--- src/vlane_pkg.sv ---
package vlane_pkg;

   //////////////////////////////////////////////////////////////////////
   // Sizes and pipeline depths
   //////////////////////////////////////////////////////////////////////

   localparam int VRF_DEPTH  = 64;
   localparam int MASK_DEPTH = 32;

   // Read request to operands at the ALU
   localparam int VRF_DELAY  = 3;
   // Write command to memory write
   localparam int WB_DELAY   = 2;

   //////////////////////////////////////////////////////////////////////
   // Scalar types
   //////////////////////////////////////////////////////////////////////

   typedef logic [31:0]                     word_t;
   typedef logic [$clog2(VRF_DEPTH)-1:0]    vrf_addr_t;
   typedef logic [$clog2(MASK_DEPTH)-1:0]   mask_addr_t;
   typedef logic [3:0]                      byte_en_t;
   typedef logic [2:0]                      rport_sel_t;
   typedef logic [5:0]                      alu_ctrl_t;

   // Element width, encoding follows vsew
   typedef enum logic [1:0] {
      SEW8     = 2'd0,
      SEW16    = 2'd1,
      SEW32    = 2'd2,
      SEW_NONE = 2'd3
   } sew_e;

   typedef enum logic [1:0] {
      OP2_VS2  = 2'd0,
      OP2_XREG = 2'd1,
      OP2_IMM  = 2'd2
   } op2_sel_e;

   typedef enum logic [1:0] {
      WD_ALU  = 2'd0,
      WD_LOAD = 2'd1,
      WD_ZERO = 2'd2
   } wdata_sel_e;

   //////////////////////////////////////////////////////////////////////
   // Lane structs
   //////////////////////////////////////////////////////////////////////

   typedef struct packed {
      logic        ren;
      vrf_addr_t   addr;
      logic [1:0]  el_idx;
   } vrf_rd_req_t;

   typedef struct packed {
      op2_sel_e    op2_sel;
      rport_sel_t  op3_sel;
      word_t       x_data;
      logic [4:0]  imm;
      alu_ctrl_t   alu_ctrl;
      rport_sel_t  store_sel;
      logic        store_valid;
      logic        read_valid;
   } issue_t;

   typedef struct packed {
      vrf_addr_t   waddr;
      byte_en_t    bwen;
      wdata_sel_e  data_sel;
      logic        vm;
      mask_addr_t  mask_addr;
      logic        mask_wen;
      logic        force_wen;
   } wb_cmd_t;

   typedef struct packed {
      logic        vld;
      alu_ctrl_t   opmode;
      sew_e        sew;
      word_t       vs1;
      word_t       vs2;
      word_t       vs3;
   } alu_req_t;

endpackage

--- src/vlane_writeback.sv ---
`timescale 1ns/1ps

module vlane_writeback #(
   parameter int W_PORTS_NUM = 2
) (
   input  logic                                          clk_i,
   input  logic                                          rst_i,

   input  vlane_pkg::wb_cmd_t [W_PORTS_NUM-1:0]          wb_cmd_i,
   input  logic [W_PORTS_NUM-1:0]                        alu_vld_i,
   input  vlane_pkg::word_t [W_PORTS_NUM-1:0]            alu_res_i,
   input  logic [W_PORTS_NUM-1:0]                        alu_mask_i,
   input  vlane_pkg::word_t                              load_data_i,
   input  logic [W_PORTS_NUM-1:0]                        mask_bit_i,

   output vlane_pkg::vrf_addr_t [W_PORTS_NUM-1:0]        vrf_waddr_o,
   output vlane_pkg::byte_en_t [W_PORTS_NUM-1:0]         vrf_wen_o,
   output vlane_pkg::word_t [W_PORTS_NUM-1:0]            vrf_wdata_o,
   output vlane_pkg::mask_addr_t [W_PORTS_NUM-1:0]       mask_waddr_o,
   output logic [W_PORTS_NUM-1:0]                        mask_wen_o,
   output logic [W_PORTS_NUM-1:0]                        mask_wdata_o
);

   localparam int LAST = vlane_pkg::WB_DELAY - 1;

   // One write-back stage per port
   typedef struct packed {
      vlane_pkg::wb_cmd_t  cmd;
      logic                en;
      vlane_pkg::word_t    wdata;
      logic                mask_wdata;
   } wb_stage_t;

   wb_stage_t [W_PORTS_NUM-1:0]                          stage_in;
   wb_stage_t [vlane_pkg::WB_DELAY-1:0][W_PORTS_NUM-1:0] pipe_q;

   //////////////////////////////////////////////////////////////////////
   // Data select in the command cycle
   //////////////////////////////////////////////////////////////////////

   always_comb begin
      for (int j = 0; j < W_PORTS_NUM; j++) begin
         stage_in[j].cmd        = wb_cmd_i[j];
         stage_in[j].en         = alu_vld_i[j] | wb_cmd_i[j].force_wen;
         stage_in[j].mask_wdata = alu_mask_i[j];
         case (wb_cmd_i[j].data_sel)
            vlane_pkg::WD_ALU:  stage_in[j].wdata = alu_res_i[j];
            vlane_pkg::WD_LOAD: stage_in[j].wdata = load_data_i;
            default:            stage_in[j].wdata = '0;
         endcase
      end
   end

   always_ff @(posedge clk_i) begin
      if (!rst_i) begin
         pipe_q <= '0;
      end else begin
         pipe_q[0] <= stage_in;
         for (int s = 1; s < vlane_pkg::WB_DELAY; s++) begin
            pipe_q[s] <= pipe_q[s-1];
         end
      end
   end

   //////////////////////////////////////////////////////////////////////
   // Memory write ports
   //////////////////////////////////////////////////////////////////////

   always_comb begin
      for (int j = 0; j < W_PORTS_NUM; j++) begin
         vrf_waddr_o[j] = pipe_q[LAST][j].cmd.waddr;
         vrf_wdata_o[j] = pipe_q[LAST][j].wdata;
         vrf_wen_o[j]   = pipe_q[LAST][j].cmd.bwen & {4{pipe_q[LAST][j].en}};
         // Masked element keeps its old value
         if (pipe_q[LAST][j].cmd.vm && !mask_bit_i[j]) begin
            vrf_wen_o[j] = '0;
         end

         mask_waddr_o[j] = pipe_q[LAST][j].cmd.mask_addr;
         mask_wen_o[j]   = pipe_q[LAST][j].cmd.mask_wen & pipe_q[LAST][j].en;
         mask_wdata_o[j] = pipe_q[LAST][j].mask_wdata;
      end
   end

endmodule

--- config.mk ---
export PLATFORM = sky130hd
export DESIGN_NAME = vlane_writeback
export DESIGN_NICKNAME = d
export VERILOG_FILES = /design/src/vlane_pkg.sv /design/src/vlane_writeback.sv
export SDC_FILE = /design/constraint.sdc
export NUM_CORES = 1
export LEC_CHECK = 0
export BUFFER_PORTS_ARGS = -buffer_cell sky130_fd_sc_hd__clkbuf_2
export CORE_UTILIZATION = 45
export CTS_BUF_LIST = sky130_fd_sc_hd__clkbuf_16
export CTS_CLUSTER_SIZE = 25
export DETAILED_ROUTE_END_ITERATION = 12
export PLACE_DENSITY = 0.7
export SETUP_SLACK_MARGIN = 0.15
export SLEW_MARGIN = 20
export SYNTH_ARGS = -nofsm -noshare
export SYNTH_HDL_FRONTEND = slang
export SYNTH_SLANG_ARGS = --single-unit
export TNS_END_PERCENT = 20
--- constraint.sdc ---
create_clock -name clk_i -period 1.1 [get_ports clk_i]
set_clock_uncertainty 0.15 [all_clocks]
set_input_delay 0.11 -clock clk_i [delete_from_list [all_inputs] [get_ports clk_i]]
set_output_delay 0.11 -clock clk_i [all_outputs]
set_load 0.1 [all_outputs]
==> out/results.ini <==
[worst_setup_path]
crit_fanout = 4
r2r-end = vrf_wdata_o[15]$_SDFF_PN0_
crit_buf_inv = 1
reg2reg_slack_ns = 0.31
required_ns = 0.84
timing.critical_path.to = vrf_wen_o[0]
cp_top_family = flip-flops
path_cells = nand2b_4 -> and3_4 -> buf_12
r2r_start = pipe_q[16]$_SDFF_PN0_
startpoint = pipe_q[149]$_SDFF_PN0_
cp.depth = 3
cp_data_arrival_time_ns = 1.26
critPathMaxStageDelay_ns = 0.33
slowest_stage = dfxtp_2
ff2ff_path_depth = 1
endpoint_kind = output pin
setup.worst_path.start_class = flip-flop
worstSetupPathType = flip-flop to output pin

[route]
vias = 5054
drt_first_pass_iters = 5
first_iter_violations = 242
routed_wl_mm = 19.4
wl_per_cell_um = 17.8
viasPerCell = 4.62
drtAntennaViolNets = 0
drcViolationCount = 0

[yosys]
synth_seq_cells = 204
yosys.area.top_type = dfxtp_1
synth_nets = 747
synthTopCellsByArea = dfxtp_1 61%, and2_1 13%, buf_4 11%
post-synth-top-area-fraction_pct = 60.7
yosysWarningCount = 0
syn-cell-area_sq_mm = 0.00673
yosys.cell_types.count = 10
synthCells = 603
synth-seq-area-share_pct = 60.7
synth_area_per_cell_sq_um = 11.2

[layout]
final_cell_area_sq_mm = 0.0112
final_cells = 1093
drive_gt1_share_pct = 42.1
nets = 1040
area_growth_pct = 65.7

[sta]
fmax_mhz = 659
setup-violations-final = 98
min_period_ns = 1.52
whs_ns = 0.00560
fin_crit_sh_pct = 138
slew_headroom_pct = 73.9
layout_setup_ws_ns = -0.418
finalHoldViolCount = 0
rsz0062_at_grt = yes
slew_violations = 0
tightest_slew_ns = 0.391

[clock_network]
cts_sinks = 204
post_cts_buffers = 0
cts_tree = yes
clk-insertion-delay-late_ns = 0.48
ctsRootBufferMaster = clkbuf_16
htreeDepth = 1
clk_pin_slew_worst_paths_ns = 0.06
cts-buffers-inserted = 21
clockBufferDepth = 3

[global_routing]
grt_pass1_vias = 5689
grt_overflow = 0
grt_max_degree = 67
grt_usage_pct = 25.2
grt_pass1_wl_mm = 30.6
antenna_found_initial = 1

[power]
ir_drop_v = 0.00123
power.density_mw_per_mm2 = 1520
p_leak_uw = 0.00505
total_power_uw = 16900

[place]
gp_congestion = 0.794
dp_slack_ns = 0.0201
dpl.hpwl_mm = 10.0
placed_area_sq_mm = 0.00902
numPortBuffers = 241
numPlacedInstances = 920

[run_status]
status = finished with violations
failed_checks = negative setup slack

[floorplanning]
die_y_um = 124
initial_core_util_pct = 46.1
fp.dieW_um = 124
ios = 242
rows = 44
die_area_sq_mm = 0.0154
coreArea_sq_mm = 0.0146

[worst_hold_path]
hold_class = input pin to flip-flop

[run]
cap_violations = 0

area by class of cell:
| class | instances | area (sq um) |
|---|---|---|
| timing repair buffer | 387 | 4180 |
| tap | 184 | 230 |
| sequential | 204 | 4200 |
| multi-input combinational | 282 | 1910 |
| clock buffer | 21 | 526 |
| clock inverter | 14 | 95.1 |
| antenna | 1 | 2.50 |
| fill | 768 | 3440 |
metrics by stage:
step,setup TNS (ns),utilization (%)
final,-16.86,76.4
after global routing,-19.68,76.4
after CTS,-18.21,76.3
after detailed placement,0,61.8
after global placement,0,61.8
after floorplan,0,-
tightest hold or removal path, stage by stage:
cell    delay, ns
buf_4        0.11
buf_4        0.22
and2_1       0.15
registers in the layout (all words and copies together), names as in the netlist:
signal        count
vrf_wdata_o      64
mask_wdata_o      2
vrf_waddr_o      12
mask_waddr_o     10
pipe_q          116
power breakdown:
group          internal [uW]  switching [uW]
combinational           1200            1420
sequential              7720             153
clock                   3700            2750
total                  12600            4320
synth_stat cells (all sizes together):
library cell and instances:
dfxtp 204, and2 140, buf 97, mux2i 64, nor2 64, clkbuf 20
and3 8, nand2b 4, o21a 2
layout by cell type, fill, tap and decap left out, drive strengths merged:
cell	count
dfxtp	204
clkbuf	163
and2	140
dlygate4sd3	136
buf	108
nor2	64
mux2i	64
and3	8
inv	7
clkinv	6
nand2b	4
o21a	2
diode	1
bufinv	1
dlymetal6s4s	1
what timing repair did:
action                                  CTS  global route
hold buffers                            137             0
endpoints found under the hold margin   113             0
gates cloned                              0             0
pin swaps                                 5             7
gates resized for setup                  92             6
endpoints found under the setup margin   98           165
how the worst min path moves through the flow:
stage          depth (start not counted)  slack, ns    startpoint                          to
2_1_floorplan                          1       0.07  alu_vld_i[0]       pipe_q[33]$_SDFF_PN0_
4_1_cts                                3      -0.02         rst_i   vrf_wdata_o[8]$_SDFF_PN0_
3_5_place_dp                           2       0.16  alu_vld_i[1]       pipe_q[87]$_SDFF_PN0_
5_1_grt                                3      0.004         rst_i  vrf_wdata_o[33]$_SDFF_PN0_
3_3_place_gp                           2       0.16  alu_vld_i[0]       pipe_q[33]$_SDFF_PN0_
6_report                               3      0.006         rst_i  vrf_wdata_o[33]$_SDFF_PN0_
metal layers:
metal	routed length, um	vias up	part of all wire, %	track usage, %
met2	9830	256	51	45.4
met1	7190	2345	37	26.5
met3	1490	79	7.7	7.30
met5	0	-	0	0
li1	-	2374	-	-
met4	918	0	4.7	12.9
kinds of logic (layout without fill, tap and decap cells):
logic type,Yosys count,count (layout),synth area share [%]
flops,204,204,60.7
other cells,0,1,0
compound gates,2,2,0.223
simple gates,216,216,17.7
buf+inv,117,422,11.9
mux,64,64,9.52
(Power assumes the default switching activity.)
