==> src/vlane_pkg.sv <==
package vlane_pkg;

   //////////////////////////////////////////////////////////////////////
   // Sizes and pipeline depths
   //////////////////////////////////////////////////////////////////////

   localparam int VRF_DEPTH  = 64;
   localparam int MASK_DEPTH = 32;

   // Read request to operands at the ALU
   localparam int VRF_DELAY  = 3;
   // Write command to memory write
   localparam int WB_DELAY   = 2;

   //////////////////////////////////////////////////////////////////////
   // Scalar types
   //////////////////////////////////////////////////////////////////////

   typedef logic [31:0]                     word_t;
   typedef logic [$clog2(VRF_DEPTH)-1:0]    vrf_addr_t;
   typedef logic [$clog2(MASK_DEPTH)-1:0]   mask_addr_t;
   typedef logic [3:0]                      byte_en_t;
   typedef logic [2:0]                      rport_sel_t;
   typedef logic [5:0]                      alu_ctrl_t;

   // Element width, encoding follows vsew
   typedef enum logic [1:0] {
      SEW8     = 2'd0,
      SEW16    = 2'd1,
      SEW32    = 2'd2,
      SEW_NONE = 2'd3
   } sew_e;

   typedef enum logic [1:0] {
      OP2_VS2  = 2'd0,
      OP2_XREG = 2'd1,
      OP2_IMM  = 2'd2
   } op2_sel_e;

   typedef enum logic [1:0] {
      WD_ALU  = 2'd0,
      WD_LOAD = 2'd1,
      WD_ZERO = 2'd2
   } wdata_sel_e;

   //////////////////////////////////////////////////////////////////////
   // Lane structs
   //////////////////////////////////////////////////////////////////////

   typedef struct packed {
      logic        ren;
      vrf_addr_t   addr;
      logic [1:0]  el_idx;
   } vrf_rd_req_t;

   typedef struct packed {
      op2_sel_e    op2_sel;
      rport_sel_t  op3_sel;
      word_t       x_data;
      logic [4:0]  imm;
      alu_ctrl_t   alu_ctrl;
      rport_sel_t  store_sel;
      logic        store_valid;
      logic        read_valid;
   } issue_t;

   typedef struct packed {
      vrf_addr_t   waddr;
      byte_en_t    bwen;
      wdata_sel_e  data_sel;
      logic        vm;
      mask_addr_t  mask_addr;
      logic        mask_wen;
      logic        force_wen;
   } wb_cmd_t;

   typedef struct packed {
      logic        vld;
      alu_ctrl_t   opmode;
      sew_e        sew;
      word_t       vs1;
      word_t       vs2;
      word_t       vs3;
   } alu_req_t;

endpackage

==> src/vlane_operand_route.sv <==
`timescale 1ns/1ps

module vlane_operand_route #(
   parameter int W_PORTS_NUM = 2
) (
   input  logic                                          clk_i,
   input  logic                                          rst_i,

   input  vlane_pkg::issue_t [W_PORTS_NUM-1:0]           issue_i,
   input  vlane_pkg::sew_e                               sew_i,
   input  vlane_pkg::word_t [2*W_PORTS_NUM-1:0]          elem_i,

   output vlane_pkg::sew_e                               sew_s2_o,
   output vlane_pkg::alu_req_t [W_PORTS_NUM-1:0]         alu_req_o,
   output vlane_pkg::word_t [W_PORTS_NUM-1:0]            store_data_o,
   output logic [W_PORTS_NUM-1:0]                        store_valid_o
);

   localparam int R_PORTS = 2 * W_PORTS_NUM;
   localparam int LAST    = vlane_pkg::VRF_DELAY - 1;

   vlane_pkg::issue_t [vlane_pkg::VRF_DELAY-1:0][W_PORTS_NUM-1:0]   issue_q;
   vlane_pkg::sew_e   [vlane_pkg::VRF_DELAY-1:0]                    sew_q;

   //////////////////////////////////////////////////////////////////////
   // Control pipeline beside the read data
   //////////////////////////////////////////////////////////////////////

   always_ff @(posedge clk_i) begin
      if (!rst_i) begin
         for (int s = 0; s < vlane_pkg::VRF_DELAY; s++) begin
            issue_q[s] <= '0;
            sew_q[s]   <= vlane_pkg::SEW_NONE;
         end
      end else begin
         issue_q[0] <= issue_i;
         sew_q[0]   <= sew_i;
         for (int s = 1; s < vlane_pkg::VRF_DELAY; s++) begin
            issue_q[s] <= issue_q[s-1];
            sew_q[s]   <= sew_q[s-1];
         end
      end
   end

   // Stage that meets the RAM data in read prep
   assign sew_s2_o = sew_q[LAST-1];

   //////////////////////////////////////////////////////////////////////
   // Operand and store muxes
   //////////////////////////////////////////////////////////////////////

   always_comb begin
      for (int j = 0; j < W_PORTS_NUM; j++) begin
         alu_req_o[j].vld    = issue_q[LAST][j].read_valid;
         alu_req_o[j].opmode = issue_q[LAST][j].alu_ctrl;
         alu_req_o[j].sew    = sew_q[LAST];

         // op1 always from the even port of the pair
         alu_req_o[j].vs1 = elem_i[2*j];

         case (issue_q[LAST][j].op2_sel)
            vlane_pkg::OP2_VS2:  alu_req_o[j].vs2 = elem_i[2*j+1];
            vlane_pkg::OP2_XREG: alu_req_o[j].vs2 = issue_q[LAST][j].x_data;
            vlane_pkg::OP2_IMM:  alu_req_o[j].vs2 = {27'b0, issue_q[LAST][j].imm};
            default:             alu_req_o[j].vs2 = '0;
         endcase

         // Selects past the last read port give zero
         if (int'(issue_q[LAST][j].op3_sel) < R_PORTS) begin
            alu_req_o[j].vs3 = elem_i[issue_q[LAST][j].op3_sel];
         end else begin
            alu_req_o[j].vs3 = '0;
         end

         if (int'(issue_q[LAST][j].store_sel) < R_PORTS) begin
            store_data_o[j] = elem_i[issue_q[LAST][j].store_sel];
         end else begin
            store_data_o[j] = '0;
         end
         store_valid_o[j] = issue_q[LAST][j].store_valid;
      end
   end

endmodule

==> config.mk <==
export PLATFORM = sky130hd
export DESIGN_NAME = vlane_operand_route
export DESIGN_NICKNAME = d
export VERILOG_FILES = /design/src/vlane_pkg.sv /design/src/vlane_operand_route.sv
export SDC_FILE = /design/constraint.sdc
export NUM_CORES = 1
export LEC_CHECK = 0
export BUFFER_PORTS_ARGS = -buffer_cell sky130_fd_sc_hd__buf_2
export CORE_AREA = 2 2 201 203
export DETAILED_ROUTE_END_ITERATION = 12
export DIE_AREA = 0 0 203 205
export SETUP_SLACK_MARGIN = 0.3
export SKIP_LAST_GASP = 1
export SYNTH_ARGS = -nofsm -noshare
export SYNTH_HDL_FRONTEND = slang
export SYNTH_SLANG_ARGS = --single-unit
==> constraint.sdc <==
create_clock -name clk_i -period 3.35 [get_ports clk_i]
set_input_delay 0.67 -clock clk_i [delete_from_list [all_inputs] [get_ports clk_i]]
set_output_delay 0.67 -clock clk_i [all_outputs]
set_load 0.01 [all_outputs]
==> results <==
- The post-layout net count is 1973.
- The maximum fanout along the worst path is 37.
- In this run the critical register-to-register path is launched from issue_q[39].
- The clock period could shrink to 2903 ps.
- The multi-input combinational cell area is 0.006394 mm².
- Among all stages on the critical path, the largest delay is contributed by sky130_fd_sc_hd__dfxtp_4.
- The number of hold buffers added after CTS was 0.
- The average cell area after synthesis is between 10 and 15 µm².
- The power density over the cells is between 500 and 600 mW/mm².
- TritonCTS built the clock tree.
- The delay of the slowest cell on the worst path is between 700 and 800 ps.
- The least setup slack across all paths after layout is 447.1 ps.
- The finished layout holds 2290 standard cells, fillers aside.
- The kind of path behind the tightest hold check is in2reg.
- The via count of the first global-routing pass is 10536.
- The post-detailed-route DRC marker count is 0.
- Synthesis produced a netlist whose cell count is 1364.
- The combined global-route utilization of all metal layers is 0.2124.
- The total congestion overflow after global routing is 0.
- The signal arrival time at the worst endpoint is 2230 ps.
- The summed negative setup slack over all endpoints is 0 ps.
- The transition time at the pin with the least slew margin is 999.5 ps.
- The hold violation count in the final report came to 0.
- The wire length of the first global-routing pass is 66.52 mm.
- The startpoint class of the critical path is a flip-flop.
- After detailed routing, the average wire length per cell comes to 20.15 µm.
- The post-synth design cell area is 0.01443 mm².
- The total of cells resized after clock tree synthesis is 0.
- Once the clock tree was built, the setup fixing pass inserted 0 buffers.
- The layout overhead on the synthesized area is 21.19%.
- Walking the worst path, the cells encountered are buf_12 -> mux2i_1 -> o22ai_1 -> buf_2.
- The leakage power summed over all cells is 0.007328 µW.
- The net count after synthesis is 1602.
- The routability congestion estimate from global placement is ~0.95.
- The count of fill cells added during filler insertion is between 3000 and 4000.
- The initial utilization of the core area, before any placement, comes to 0.3665.
- Measured along the x axis, the die boundary spans 203 µm.
- The clock edge transition at the registers on the reported setup and hold paths is 60 ps.
- The sequential fraction of the synthesis area is 0.4495.
- The worst flop-to-flop path endpoint is issue_q[145].
- The timing-limited maximum frequency is ~0.34 GHz.
- Setup repair after global routing left no endpoint under its margin.
- The critical path's top delay family is flip-flops.
- Between clock sinks in the finished design, the worst skew comes to 7.028 ps.
- Synthesis inferred 324 register bits.
- Data on the critical path is required at its endpoint by 2680 ps.
- The startpoint identified for the worst hold timing path is sew_i[1].
- The placeable core region is 0.03937 mm².
- The clock net in this run drives a total of 324 sinks.
- For flop-to-flop paths, the worst setup slack is between 2000 and 3000 ps.
- The flow ran to the end, and the final reports show no timing, DRC or antenna violations.
- Buffers inserted during clock tree synthesis total 35.
- Setup violations remaining at the end of the flow were counted as 0.
- The fraction of layout cells with a size suffix above 1 is 0.3422.
- The number of vias per cell is ~4.9.
- The clock insertion delay at the later pin of the skew report is 520 ps.
- The wire length after detailed routing is 46.15 mm.
- The critical path contains buffers and inverters numbering 2 combined.
- In this run the tool buffered the top-level ports with 515 buffer cells.
- The deepest clock path buffer count is 3.
- Measured along the y axis, the die boundary spans 205 µm.
- The area of all sequential standard cells is 0.006506 mm².
- The ratio of final minimum period to clock period is 0.8665.
- In this run the tightest slew margin relative to its limit is 0.3337.
- The worst supply voltage drop on vdd is 0.3832 mV.
- Timing analysis after detailed placement gives a worst setup slack of 1017 ps.
- The post-detailed-route count of antenna-violating nets is 0.
- The worst hold path terminates at sew_q[1].
- The tool flagged a number of max-cap violations equal to 0.
- The routed layout has 11113 vias.
- The Yosys step of the flow raised 0 warnings.
- The critical path crosses 4 cells after its start point.
- In this run, the number of DRC markers left after iteration 0 of detailed routing was 697.
- The number of search-and-repair iterations in the first detailed-routing pass is 5.
- The initialized floorplan defines 73 standard-cell rows.
- After legalization and detailed placement, the total HPWL measured 33.36 mm.
- The count of boundary I/O pins is 516.
- By startpoint and endpoint, the worst setup path is classified as reg2out.
- The number of antenna violations at the first check in global routing is 15.
- The cell sitting at the root of the clock tree is a sky130_fd_sc_hd__clkbuf_16.
- Counting instances, the worst hold path has a depth of 2.
- The sort of element at the end of the critical path is an output pin.
- The die covers 0.04162 mm².
- The final number of max-transition violations is 0.
- The level count of the clock H-tree is 2.
- The count of distinct cell types in the synthesized netlist is 17.
- Counting tap cells, the placed design contains a total of 2223 instances.
- The maximum number of pins on one net before global-route repair is 112.
- The depth of the worst register-to-register path is 1.
[registers in the layout, indices dropped and copies added (netlist names)]
register	cells
issue_q	302
sew_s2_o	2
alu_req_o	16
store_valid_o	2
sew_q	2
[worst max path at each step]
stage / start / to / slack [ps]
2_1_floorplan: issue_q[313] / alu_req_o[106] / 1680
3_3_place_gp: issue_q[314] / alu_req_o[122] / 1060
3_5_place_dp: issue_q[314] / alu_req_o[124] / 1020
4_1_cts: issue_q[314] / alu_req_o[124] / 450
5_1_grt: issue_q[314] / alu_req_o[124] / 350
6_report: issue_q[314] / alu_req_o[122] / 450
[cell families (layout without fill, tap and decap cells)]
logic type / count (synthesis) / count (layout) / synth area share
AO/OA/AOI/OAI: 138 / 138 / 0.06157
buffers and inverters: 194 / 589 / 0.1077
flip-flops: 324 / 324 / 0.4495
multiplexers: 320 / 320 / 0.2220
other: 0 / 6 / 0
AND/OR/NAND/NOR: 388 / 388 / 0.1592
[layout by cell type, fill, tap and decap left out, drive strengths merged]
cell / n
o22ai: 128
clkbuf: 47
nor2b: 2
clkinvlp: 3
nand2b: 6
diode: 6
or2b: 4
o2bb2ai: 10
nor2: 54
buf: 528
clkinv: 8
inv: 2
mux2i: 320
or2: 4
and2: 318
dfxtp: 324
bufinv: 1
[Yosys cell counts, drive strengths merged]
library cell	instances	area [µm²]
clkbuf	20	83.83
nor2b	2	12.51
or2b	4	30.03
o22ai	128	800.8
mux2i	320	3203
nand2b	6	37.54
o2bb2ai	10	87.58
dfxtp	324	6486
and2	318	1989
nor2	54	202.7
buf	174	1470
or2	4	25.02
[routing by layer]
metal  GRT usage  vias to the layer above  wire length, µm
li1            -                     5320                -
met1      0.2800                     5187            20260
met2      0.3273                      505            20590
met3     0.06554                       87             4097
met4     0.07638                       14             1103
met5           0                        -               94
[per-stage QoR]
step / area (µm²) / power (µW) / hold WS, ps / utilization
final: 17490 / 9038 / 339.3 / 0.4442
after global routing: 17480 / 9438 / 317.9 / 0.4441
after CTS: 17470 / 9158 / 303.2 / 0.4438
after detailed placement: 16340 / 5383 / 397.3 / 0.4150
after global placement: 16340 / 5370 / 388.4 / 0.4150
after floorplan: 14430 / 4860 / 386.3 / -
[cell type report]
type,count,share of cell area
Timing Repair Buffer,528,0.1591
Clock inverter,14,0.006368
Clock buffer,47,0.05846
Sequential cell,324,0.3721
Multi-Input combinational cell,846,0.3656
Tap cell,525,0.03756
Antenna cell,6,0.0008586
[report_power, final]
group	switching, µW	leakage, µW	internal, µW
logic	697	0.00410	539
registers	55.6	0.00267	4010
clock network	1520	0.000560	2220
Note: power is estimated with default switching activity, not from simulation.
