## src/vlane_pkg.sv

```systemverilog
package vlane_pkg;

   //////////////////////////////////////////////////////////////////////
   // Sizes and pipeline depths
   //////////////////////////////////////////////////////////////////////

   localparam int VRF_DEPTH  = 64;
   localparam int MASK_DEPTH = 32;

   // Read request to operands at the ALU
   localparam int VRF_DELAY  = 3;
   // Write command to memory write
   localparam int WB_DELAY   = 2;

   //////////////////////////////////////////////////////////////////////
   // Scalar types
   //////////////////////////////////////////////////////////////////////

   typedef logic [31:0]                     word_t;
   typedef logic [$clog2(VRF_DEPTH)-1:0]    vrf_addr_t;
   typedef logic [$clog2(MASK_DEPTH)-1:0]   mask_addr_t;
   typedef logic [3:0]                      byte_en_t;
   typedef logic [2:0]                      rport_sel_t;
   typedef logic [5:0]                      alu_ctrl_t;

   // Element width, encoding follows vsew
   typedef enum logic [1:0] {
      SEW8     = 2'd0,
      SEW16    = 2'd1,
      SEW32    = 2'd2,
      SEW_NONE = 2'd3
   } sew_e;

   typedef enum logic [1:0] {
      OP2_VS2  = 2'd0,
      OP2_XREG = 2'd1,
      OP2_IMM  = 2'd2
   } op2_sel_e;

   typedef enum logic [1:0] {
      WD_ALU  = 2'd0,
      WD_LOAD = 2'd1,
      WD_ZERO = 2'd2
   } wdata_sel_e;

   //////////////////////////////////////////////////////////////////////
   // Lane structs
   //////////////////////////////////////////////////////////////////////

   typedef struct packed {
      logic        ren;
      vrf_addr_t   addr;
      logic [1:0]  el_idx;
   } vrf_rd_req_t;

   typedef struct packed {
      op2_sel_e    op2_sel;
      rport_sel_t  op3_sel;
      word_t       x_data;
      logic [4:0]  imm;
      alu_ctrl_t   alu_ctrl;
      rport_sel_t  store_sel;
      logic        store_valid;
      logic        read_valid;
   } issue_t;

   typedef struct packed {
      vrf_addr_t   waddr;
      byte_en_t    bwen;
      wdata_sel_e  data_sel;
      logic        vm;
      mask_addr_t  mask_addr;
      logic        mask_wen;
      logic        force_wen;
   } wb_cmd_t;

   typedef struct packed {
      logic        vld;
      alu_ctrl_t   opmode;
      sew_e        sew;
      word_t       vs1;
      word_t       vs2;
      word_t       vs3;
   } alu_req_t;

endpackage

```

## src/vlane_read_prep.sv

```systemverilog
`timescale 1ns/1ps

module vlane_read_prep #(
   parameter int NUM_RPORTS = 4
) (
   input  logic                                    clk_i,
   input  logic                                    rst_i,

   input  logic [NUM_RPORTS-1:0][1:0]              el_idx_i,
   input  vlane_pkg::word_t [NUM_RPORTS-1:0]       rd_data_i,
   input  vlane_pkg::sew_e                         sew_i,
   output vlane_pkg::word_t [NUM_RPORTS-1:0]       elem_o
);

   // Element index waits for the RAM data
   localparam int IDX_STAGES = vlane_pkg::VRF_DELAY - 1;

   logic [IDX_STAGES-1:0][NUM_RPORTS-1:0][1:0]   el_idx_q;
   vlane_pkg::word_t [NUM_RPORTS-1:0]            elem_next;

   always_ff @(posedge clk_i) begin
      if (!rst_i) begin
         el_idx_q <= '0;
      end else begin
         el_idx_q[0] <= el_idx_i;
         for (int s = 1; s < IDX_STAGES; s++) begin
            el_idx_q[s] <= el_idx_q[s-1];
         end
      end
   end

   //////////////////////////////////////////////////////////////////////
   // Element extraction
   //////////////////////////////////////////////////////////////////////

   always_comb begin
      for (int p = 0; p < NUM_RPORTS; p++) begin
         case (sew_i)
            vlane_pkg::SEW8: begin
               elem_next[p] = {24'b0,
                  rd_data_i[p][el_idx_q[IDX_STAGES-1][p]*8 +: 8]};
            end
            vlane_pkg::SEW16: begin
               elem_next[p] = {16'b0,
                  rd_data_i[p][el_idx_q[IDX_STAGES-1][p][0]*16 +: 16]};
            end
            vlane_pkg::SEW32: begin
               elem_next[p] = rd_data_i[p];
            end
            default: begin
               elem_next[p] = '0;
            end
         endcase
      end
   end

   // Output stage lines up with the control pipeline's last stage
   always_ff @(posedge clk_i) begin
      elem_o <= elem_next;
   end

endmodule

```

## config.mk

```make
export PLATFORM = sky130hd
export DESIGN_NAME = vlane_read_prep
export DESIGN_NICKNAME = d
export VERILOG_FILES = /design/src/vlane_pkg.sv /design/src/vlane_read_prep.sv
export SDC_FILE = /design/constraint.sdc
export NUM_CORES = 1
export LEC_CHECK = 0
export BUFFER_PORTS_ARGS = -buffer_cell sky130_fd_sc_hd__buf_2
export CAP_MARGIN = 20
export CORE_MARGIN = 3
export CORE_UTILIZATION = 47
export CTS_BUF_LIST = sky130_fd_sc_hd__clkbuf_2
export DETAILED_ROUTE_END_ITERATION = 10
export GPL_TIMING_DRIVEN = 0
export PLACE_DENSITY = 0.79
export SLEW_MARGIN = 20
export SYNTH_ARGS = -nofsm -noshare
export SYNTH_HDL_FRONTEND = slang
export SYNTH_SLANG_ARGS = --single-unit
```

## constraint.sdc

```tcl
create_clock -name clk_i -period 1.7 [get_ports clk_i]
set_clock_uncertainty 0.15 [all_clocks]
set_input_delay 0.085 -clock clk_i [delete_from_list [all_inputs] [get_ports clk_i]]
set_output_delay 0.085 -clock clk_i [all_outputs]
set_load 0.02 [all_outputs]
```

==> results of run 1 <==
==> through the flow <==
step	area, µm²	setup WS [ns]
detailed placement	7721	0.09292
global placement	7721	0.1069
floorplan	6170	0.4424
==> cell usage after synthesis <==
cell / number
sky130_fd_sc_hd__a21oi_1: 3
sky130_fd_sc_hd__a221oi_1: 1
sky130_fd_sc_hd__a221oi_2: 29
sky130_fd_sc_hd__a31oi_1: 2
sky130_fd_sc_hd__and2_1: 80
sky130_fd_sc_hd__and3_1: 1
sky130_fd_sc_hd__and3b_1: 1
sky130_fd_sc_hd__buf_2: 14
sky130_fd_sc_hd__buf_4: 12
sky130_fd_sc_hd__buf_6: 2
sky130_fd_sc_hd__clkbuf_1: 16
sky130_fd_sc_hd__clkbuf_2: 1
sky130_fd_sc_hd__dfxtp_1: 144
sky130_fd_sc_hd__inv_1: 33
sky130_fd_sc_hd__mux2i_1: 93
sky130_fd_sc_hd__nand2_1: 63
sky130_fd_sc_hd__nand2b_1: 7
sky130_fd_sc_hd__nand3_1: 1
sky130_fd_sc_hd__nand3b_1: 2
sky130_fd_sc_hd__nor2_1: 4
sky130_fd_sc_hd__nor2_4: 1
sky130_fd_sc_hd__nor2b_2: 1
sky130_fd_sc_hd__o211ai_1: 2
sky130_fd_sc_hd__o21ai_0: 92
sky130_fd_sc_hd__o21ai_1: 31
sky130_fd_sc_hd__o22ai_1: 1
sky130_fd_sc_hd__or2_0: 3
sky130_fd_sc_hd__or2_1: 1
==> kinds of logic after synthesis <==
| group | count (synthesis) | share of synthesized area |
|---|---|---|
| muxes | 93 | 0.1509 |
| and+or+nand+nor | 165 | 0.1420 |
| AOI/OAI and AO/OA | 161 | 0.1797 |
| buffers and inverters | 78 | 0.06023 |
| DFF | 144 | 0.4672 |
==> insert_results.sql, run 1 <==
INSERT INTO impl_metrics (metric_group, metric, value, unit) VALUES
('outcome', 'status', 'stopped before the end', ''),
('outcome', 'haltStage', '4_1_cts', ''),
('outcome', 'firstError', '[ERROR RSZ-0060] Max buffer count reached.', ''),
('clock_network', 'cts_sinks', '144', ''),
('logic_synthesis', 'synthesis.nets', '781', ''),
('clock_network', 'cts_inserted_buffers', '17', ''),
('die', 'ioPinCount', '268', ''),
('clock_network', 'cts-root-to-sink-buffers', '2', ''),
('placed_design', 'count_of_placed_standard_cells_including_taps', '1080', ''),
('die', 'count_of_standard_cell_rows', '41', ''),
('clock_network', 'cts_repair_resize_count', '0', ''),
('placed_design', 'gp_congestion', '0.7916', ''),
('logic_synthesis', 'postSynthAreaPerCell', '9.625', 'µm²'),
('logic_synthesis', 'synth_largest_area_cell', 'sky130_fd_sc_hd__dfxtp_1', ''),
('placed_design', 'buffer_ports.inserted', '267', ''),
('logic_synthesis', 'netlist_top_cells_area', 'sky130_fd_sc_hd__dfxtp_1, sky130_fd_sc_hd__mux2i_1, sky130_fd_sc_hd__and2_1', ''),
('clock_network', 'hold_buffers', '224', ''),
('logic_synthesis', 'synth.distinct_cells', '28', ''),
('die', 'die_height', '120.6', 'µm'),
('logic_synthesis', 'synth_sequential_area_ratio', '0.4672', ''),
('die', 'die_w', '120.6', 'µm'),
('placed_design', 'dp_hpwl', '14700', 'µm'),
('die', 'effective_utilization_at_floorplan', '0.4850', ''),
('logic_synthesis', 'synth-warning-count', '0', ''),
('logic_synthesis', 'synth.cell_area', '6170', 'µm²'),
('logic_synthesis', 'synth_seq_cells', '144', ''),
('logic_synthesis', 'synthesis.instances', '641', ''),
('clock_network', 'cts_max_level', '4', ''),
('clock_network', 'clk_root_buffer_cell', 'sky130_fd_sc_hd__clkbuf_2', ''),
('logic_synthesis', 'yosys.area.top_type_share', '0.4672', ''),
('clock_network', 'cts_post_setup_buffers_inserted', '0', '');
==> run 2, diff against run 1 <==
CORE_UTILIZATION = 32   (was 47)
CTS_BUF_LIST = not set   (was sky130_fd_sc_hd__clkbuf_2)
PLACE_DENSITY = not set   (was 0.79)
PLACE_DENSITY_LB_ADDON = 0.15   (was not set)
==> run 2 against run 1 <==
  * Area after synthesis unchanged
  * Synthesized cell count unchanged
  * The flow now finishes without violations
==> insert_results.sql, run 2 <==
INSERT INTO impl_metrics (metric_group, metric, value, unit) VALUES
('logic_synthesis', 'synthMostInstantiatedCell', 'sky130_fd_sc_hd__dfxtp_1', ''),
('clock_network', 'cts_post_setup_buffers_inserted', '0', ''),
('power', 'peakVddDrop', '703.7', 'µV'),
('timing', 'layout_min_cycle_time', '1.537', 'ns'),
('global_routing', 'initial_antenna_violation_count', '1', ''),
('die', 'die_w', '144.9', 'µm'),
('final_layout', 'largest_register_ffs', '128', ''),
('setup_path', 'worst_path_largest_cell_delay', '0.38', 'ns'),
('logic_synthesis', 'synth.cell_area', '6170', 'µm²'),
('logic_synthesis', 'synth_top_cells_by_count', 'sky130_fd_sc_hd__dfxtp_1, sky130_fd_sc_hd__mux2i_1, sky130_fd_sc_hd__o21ai_0, sky130_fd_sc_hd__and2_1, sky130_fd_sc_hd__nand2_1', ''),
('setup_path', 'data_required_time_at_the_worst_endpoint', '1.88', 'ns'),
('global_routing', 'grt_util_all_layers', '0.2118', ''),
('global_routing', 'grt_overflow_total', '0', ''),
('timing', 'report.final.hold_viol_count', '0', ''),
('final_layout', 'final_nets', '1206', ''),
('die', 'die_area', '20980', 'µm²'),
('final_layout', 'postLayoutCoreUtil', '0.5211', ''),
('placed_design', 'gp_congestion', '0.7563', ''),
('timing', 'setup_viol', '0', ''),
('detailed_routing', 'via_count', '6055', ''),
('clock_network', 'cts_inserted_buffers', '17', ''),
('setup_path', 'setup.worst_path.start', 'el_idx_q[10]', ''),
('logic_synthesis', 'synth_largest_area_cell', 'sky130_fd_sc_hd__dfxtp_1', ''),
('logic_synthesis', 'synth_seq_cells', '144', ''),
('global_routing', 'grt_pass1_vias', '6099', ''),
('setup_path', 'r2r-start', 'el_idx_q[10]', ''),
('timing', 'rsz0062_at_grt', 'false', ''),
('logic_synthesis', 'yosys.area.top_type_share', '0.4672', ''),
('hold_path', 'hold_path.class', 'primary input to flip-flop', ''),
('setup_path', 'worst_setup_path_start_kind', 'flip-flop', ''),
('setup_path', 'timing.critical_path.slowest_stage_cell', 'sky130_fd_sc_hd__dfxtp_1', ''),
('die', 'count_of_standard_cell_rows', '50', ''),
('clock_network', 'worstSkewPairLatency', '0.42', 'ns'),
('die', 'effective_utilization_at_floorplan', '0.3276', ''),
('logic_synthesis', 'synth.distinct_cells', '28', ''),
('final_layout', 'synthToLayoutAreaGrowth', '59.03', '%'),
('logic_synthesis', 'synthesis.instances', '641', ''),
('setup_path', 'reg2regPathDepth', '4', ''),
('timing', 'max_clock_freq', '650.5', 'MHz'),
('timing', 'holdWs', '0.003119', 'ns'),
('detailed_routing', 'drc', '0', ''),
('timing', 'final.period_utilization', '0.9043', ''),
('power', 'p_per_area', '923.8', 'nW/µm²'),
('hold_path', 'worstHoldStart', 'sew_i[1]', ''),
('setup_path', 'critPathCaptureType', 'flip-flop', ''),
('power', 'overall_power_consumption', '9065', 'µW'),
('outcome', 'status', 'complete, no violations', ''),
('die', 'die_height', '144.9', 'µm'),
('timing', 'finalSetupTns', '0', 'ns'),
('clock_network', 'clk_pin_slew_worst_setup_hold_paths', '0.06', 'ns'),
('final_layout', 'largest_register_by_flop_count', 'elem_o', ''),
('die', 'ioPinCount', '268', ''),
('die', 'fp.coreArea', '18830', 'µm²'),
('setup_path', 'path_max_fanout', '10', ''),
('logic_synthesis', 'synth-warning-count', '0', ''),
('logic_synthesis', 'synth_ff_type', 'sky130_fd_sc_hd__dfxtp_1', ''),
('clock_network', 'cts_max_level', '4', ''),
('setup_path', 'cp.buffers_inverters', '1', ''),
('final_layout', 'proportion_of_layout_cells_with_a_drive_suffix_above_1', '0.3305', ''),
('final_layout', 'post_layout_nonfiller_instances', '1337', ''),
('final_layout', 'mostFrequentLayoutCells', 'sky130_fd_sc_hd__buf_2, sky130_fd_sc_hd__dfxtp_1, sky130_fd_sc_hd__dlygate4sd3_1', ''),
('hold_path', 'timing.hold.worst_endpoint', 'elem_o[11]', ''),
('timing', 'worst-slew-pin-transition', '0.7785', 'ns'),
('logic_synthesis', 'netlist_top_cells_area', 'sky130_fd_sc_hd__dfxtp_1, sky130_fd_sc_hd__mux2i_1, sky130_fd_sc_hd__and2_1', ''),
('setup_path', 'worst-endpoint-arrival', '1.72', 'ns'),
('placed_design', 'dp_hpwl', '15900', 'µm'),
('final_layout', 'final_common_cell', 'sky130_fd_sc_hd__buf_2', ''),
('detailed_routing', 'route.antenna.remaining_nets', '0', ''),
('global_routing', 'grt_max_degree', '17', ''),
('hold_path', 'hold_path_depth', '3', ''),
('detailed_routing', 'detail_route.wl_per_cell', '16.92', 'µm'),
('clock_network', 'cts_sinks', '144', ''),
('detailed_routing', 'first_iter_violations', '236', ''),
('logic_synthesis', 'synthesis.nets', '781', ''),
('setup_path', 'timing_worst_setup_path_type', 'flip-flop to flip-flop', ''),
('clock_network', 'tritoncts', 'built', ''),
('clock_network', 'cts-root-to-sink-buffers', '2', ''),
('timing', 'timing.final.max_slew_violations', '0', ''),
('setup_path', 'register_to_register_setup_slack', '0.16', 'ns'),
('logic_synthesis', 'postSynthAreaPerCell', '9.625', 'µm²'),
('placed_design', 'count_of_placed_standard_cells_including_taps', '1168', ''),
('setup_path', 'reg2reg_to', 'elem_o[38]', ''),
('final_layout', 'biggestRegsByFlops', 'elem_o: 128 flops, el_idx_q: 16 flops', ''),
('power', 'power.static_leakage', '0.004488', 'µW'),
('logic_synthesis', 'postSynth.asyncResetShare', '0', ''),
('run', 'drv.max_cap_violation_count', '0', ''),
('detailed_routing', 'drt-pass1-iter-count', '6', ''),
('timing', 'maxSlewHeadroom', '0.4810', ''),
('setup_path', 'crit_path_cell_trace', 'buf_4, nand2b_1, o21ai_1, a221oi_2', ''),
('final_layout', 'antenna_cells', '0', ''),
('detailed_routing', 'totalWireLength', '22620', 'µm'),
('detailed_routing', 'vias_per_cell', '4.529', ''),
('clock_network', 'clk_root_buffer_cell', 'sky130_fd_sc_hd__clkbuf_16', ''),
('logic_synthesis', 'synth_edf_count', '0', ''),
('global_routing', 'grt_first_pass_wirelength', '33490', 'µm'),
('logic_synthesis', 'synth_sequential_area_ratio', '0.4672', ''),
('placed_design', 'buffer_ports.inserted', '267', ''),
('setup_path', 'critical_path.top_delay_family', 'compound AO/OA/AOI/OAI gates', '');
## run 2: cell counts after synthesis
Identical to the previous run, type by type.
## run 2: layout make-up
| class | count | area [µm²] |
|---|---|---|
| Clock buffer | 22 | 484.2 |
| Buffer | 45 | 247.7 |
| Fill cell | 1771 | 9019 |
| Timing Repair Buffer | 406 | 2728 |
| Tap cell | 260 | 325.3 |
| Multi-Input combinational cell | 419 | 2915 |
| Inverter | 33 | 123.9 |
| Sequential cell | 144 | 2883 |
| Clock inverter | 8 | 105.1 |
## run 2: power breakdown
group / switching (µW) / total [µW] / leakage [µW] / internal, µW
sequential: 50.1 / 3630 / 0.00119 / 3580
combinational: 911 / 1640 / 0.00302 / 731
clock: 1480 / 3790 / 0.000281 / 2310
## run 2: metal layers
| metal | vias up | GRT usage | wire (µm) |
|---|---|---|---|
| li1 | 3059 | - | - |
| met1 | 2792 | 0.2693 | 10020 |
| met2 | 180 | 0.3602 | 11180 |
| met3 | 22 | 0.04305 | 1064 |
| met4 | 2 | 0.06775 | 345 |
| met5 | - | 0 | 13 |
## run 2: worst max path at each step
stage / endpoint / slack (ns) / cells after the start
detailed placement: elem_o[54] / 0.08 / 5
finish: elem_o[38] / 0.16 / 4
floorplan: elem_o[64] / 0.44 / 5
global placement: elem_o[54] / 0.1 / 5
global route: elem_o[100] / 0.01 / 4
CTS: elem_o[100] / 0.17 / 4
## run 2: worst register-to-register path, cell delays in order (launching register included)
cell and delay, ns:
sky130_fd_sc_hd__dfxtp_1 0.38, sky130_fd_sc_hd__buf_4 0.19, sky130_fd_sc_hd__nand2b_1 0.32, sky130_fd_sc_hd__o21ai_1 0.13, sky130_fd_sc_hd__a221oi_2 0.28
## run 2: repair_timing
action                                 CTS  global route
endpoints found under the hold margin  140             0
setup endpoints to repair                0             2
hold buffers                           139             0
resized for setup                        0             1
## run 2: kinds of logic after synthesis
logic type / Yosys count / share of synthesized area
flops: 144 / 0.4672
buf+inv: 78 / 0.06023
mux: 93 / 0.1509
compound gates: 161 / 0.1797
simple gates: 165 / 0.1420
## run 2: stage by stage
stage | area [µm²] | setup WS [ns]
detailed placement | 7831 | 0.08092
finish | 9812 | 0.1626
CTS | 9812 | 0.1699
global route | 9812 | 0.009768
global placement | 7831 | 0.09777
floorplan | 6170 | 0.4424
(Power assumes the default switching activity.)
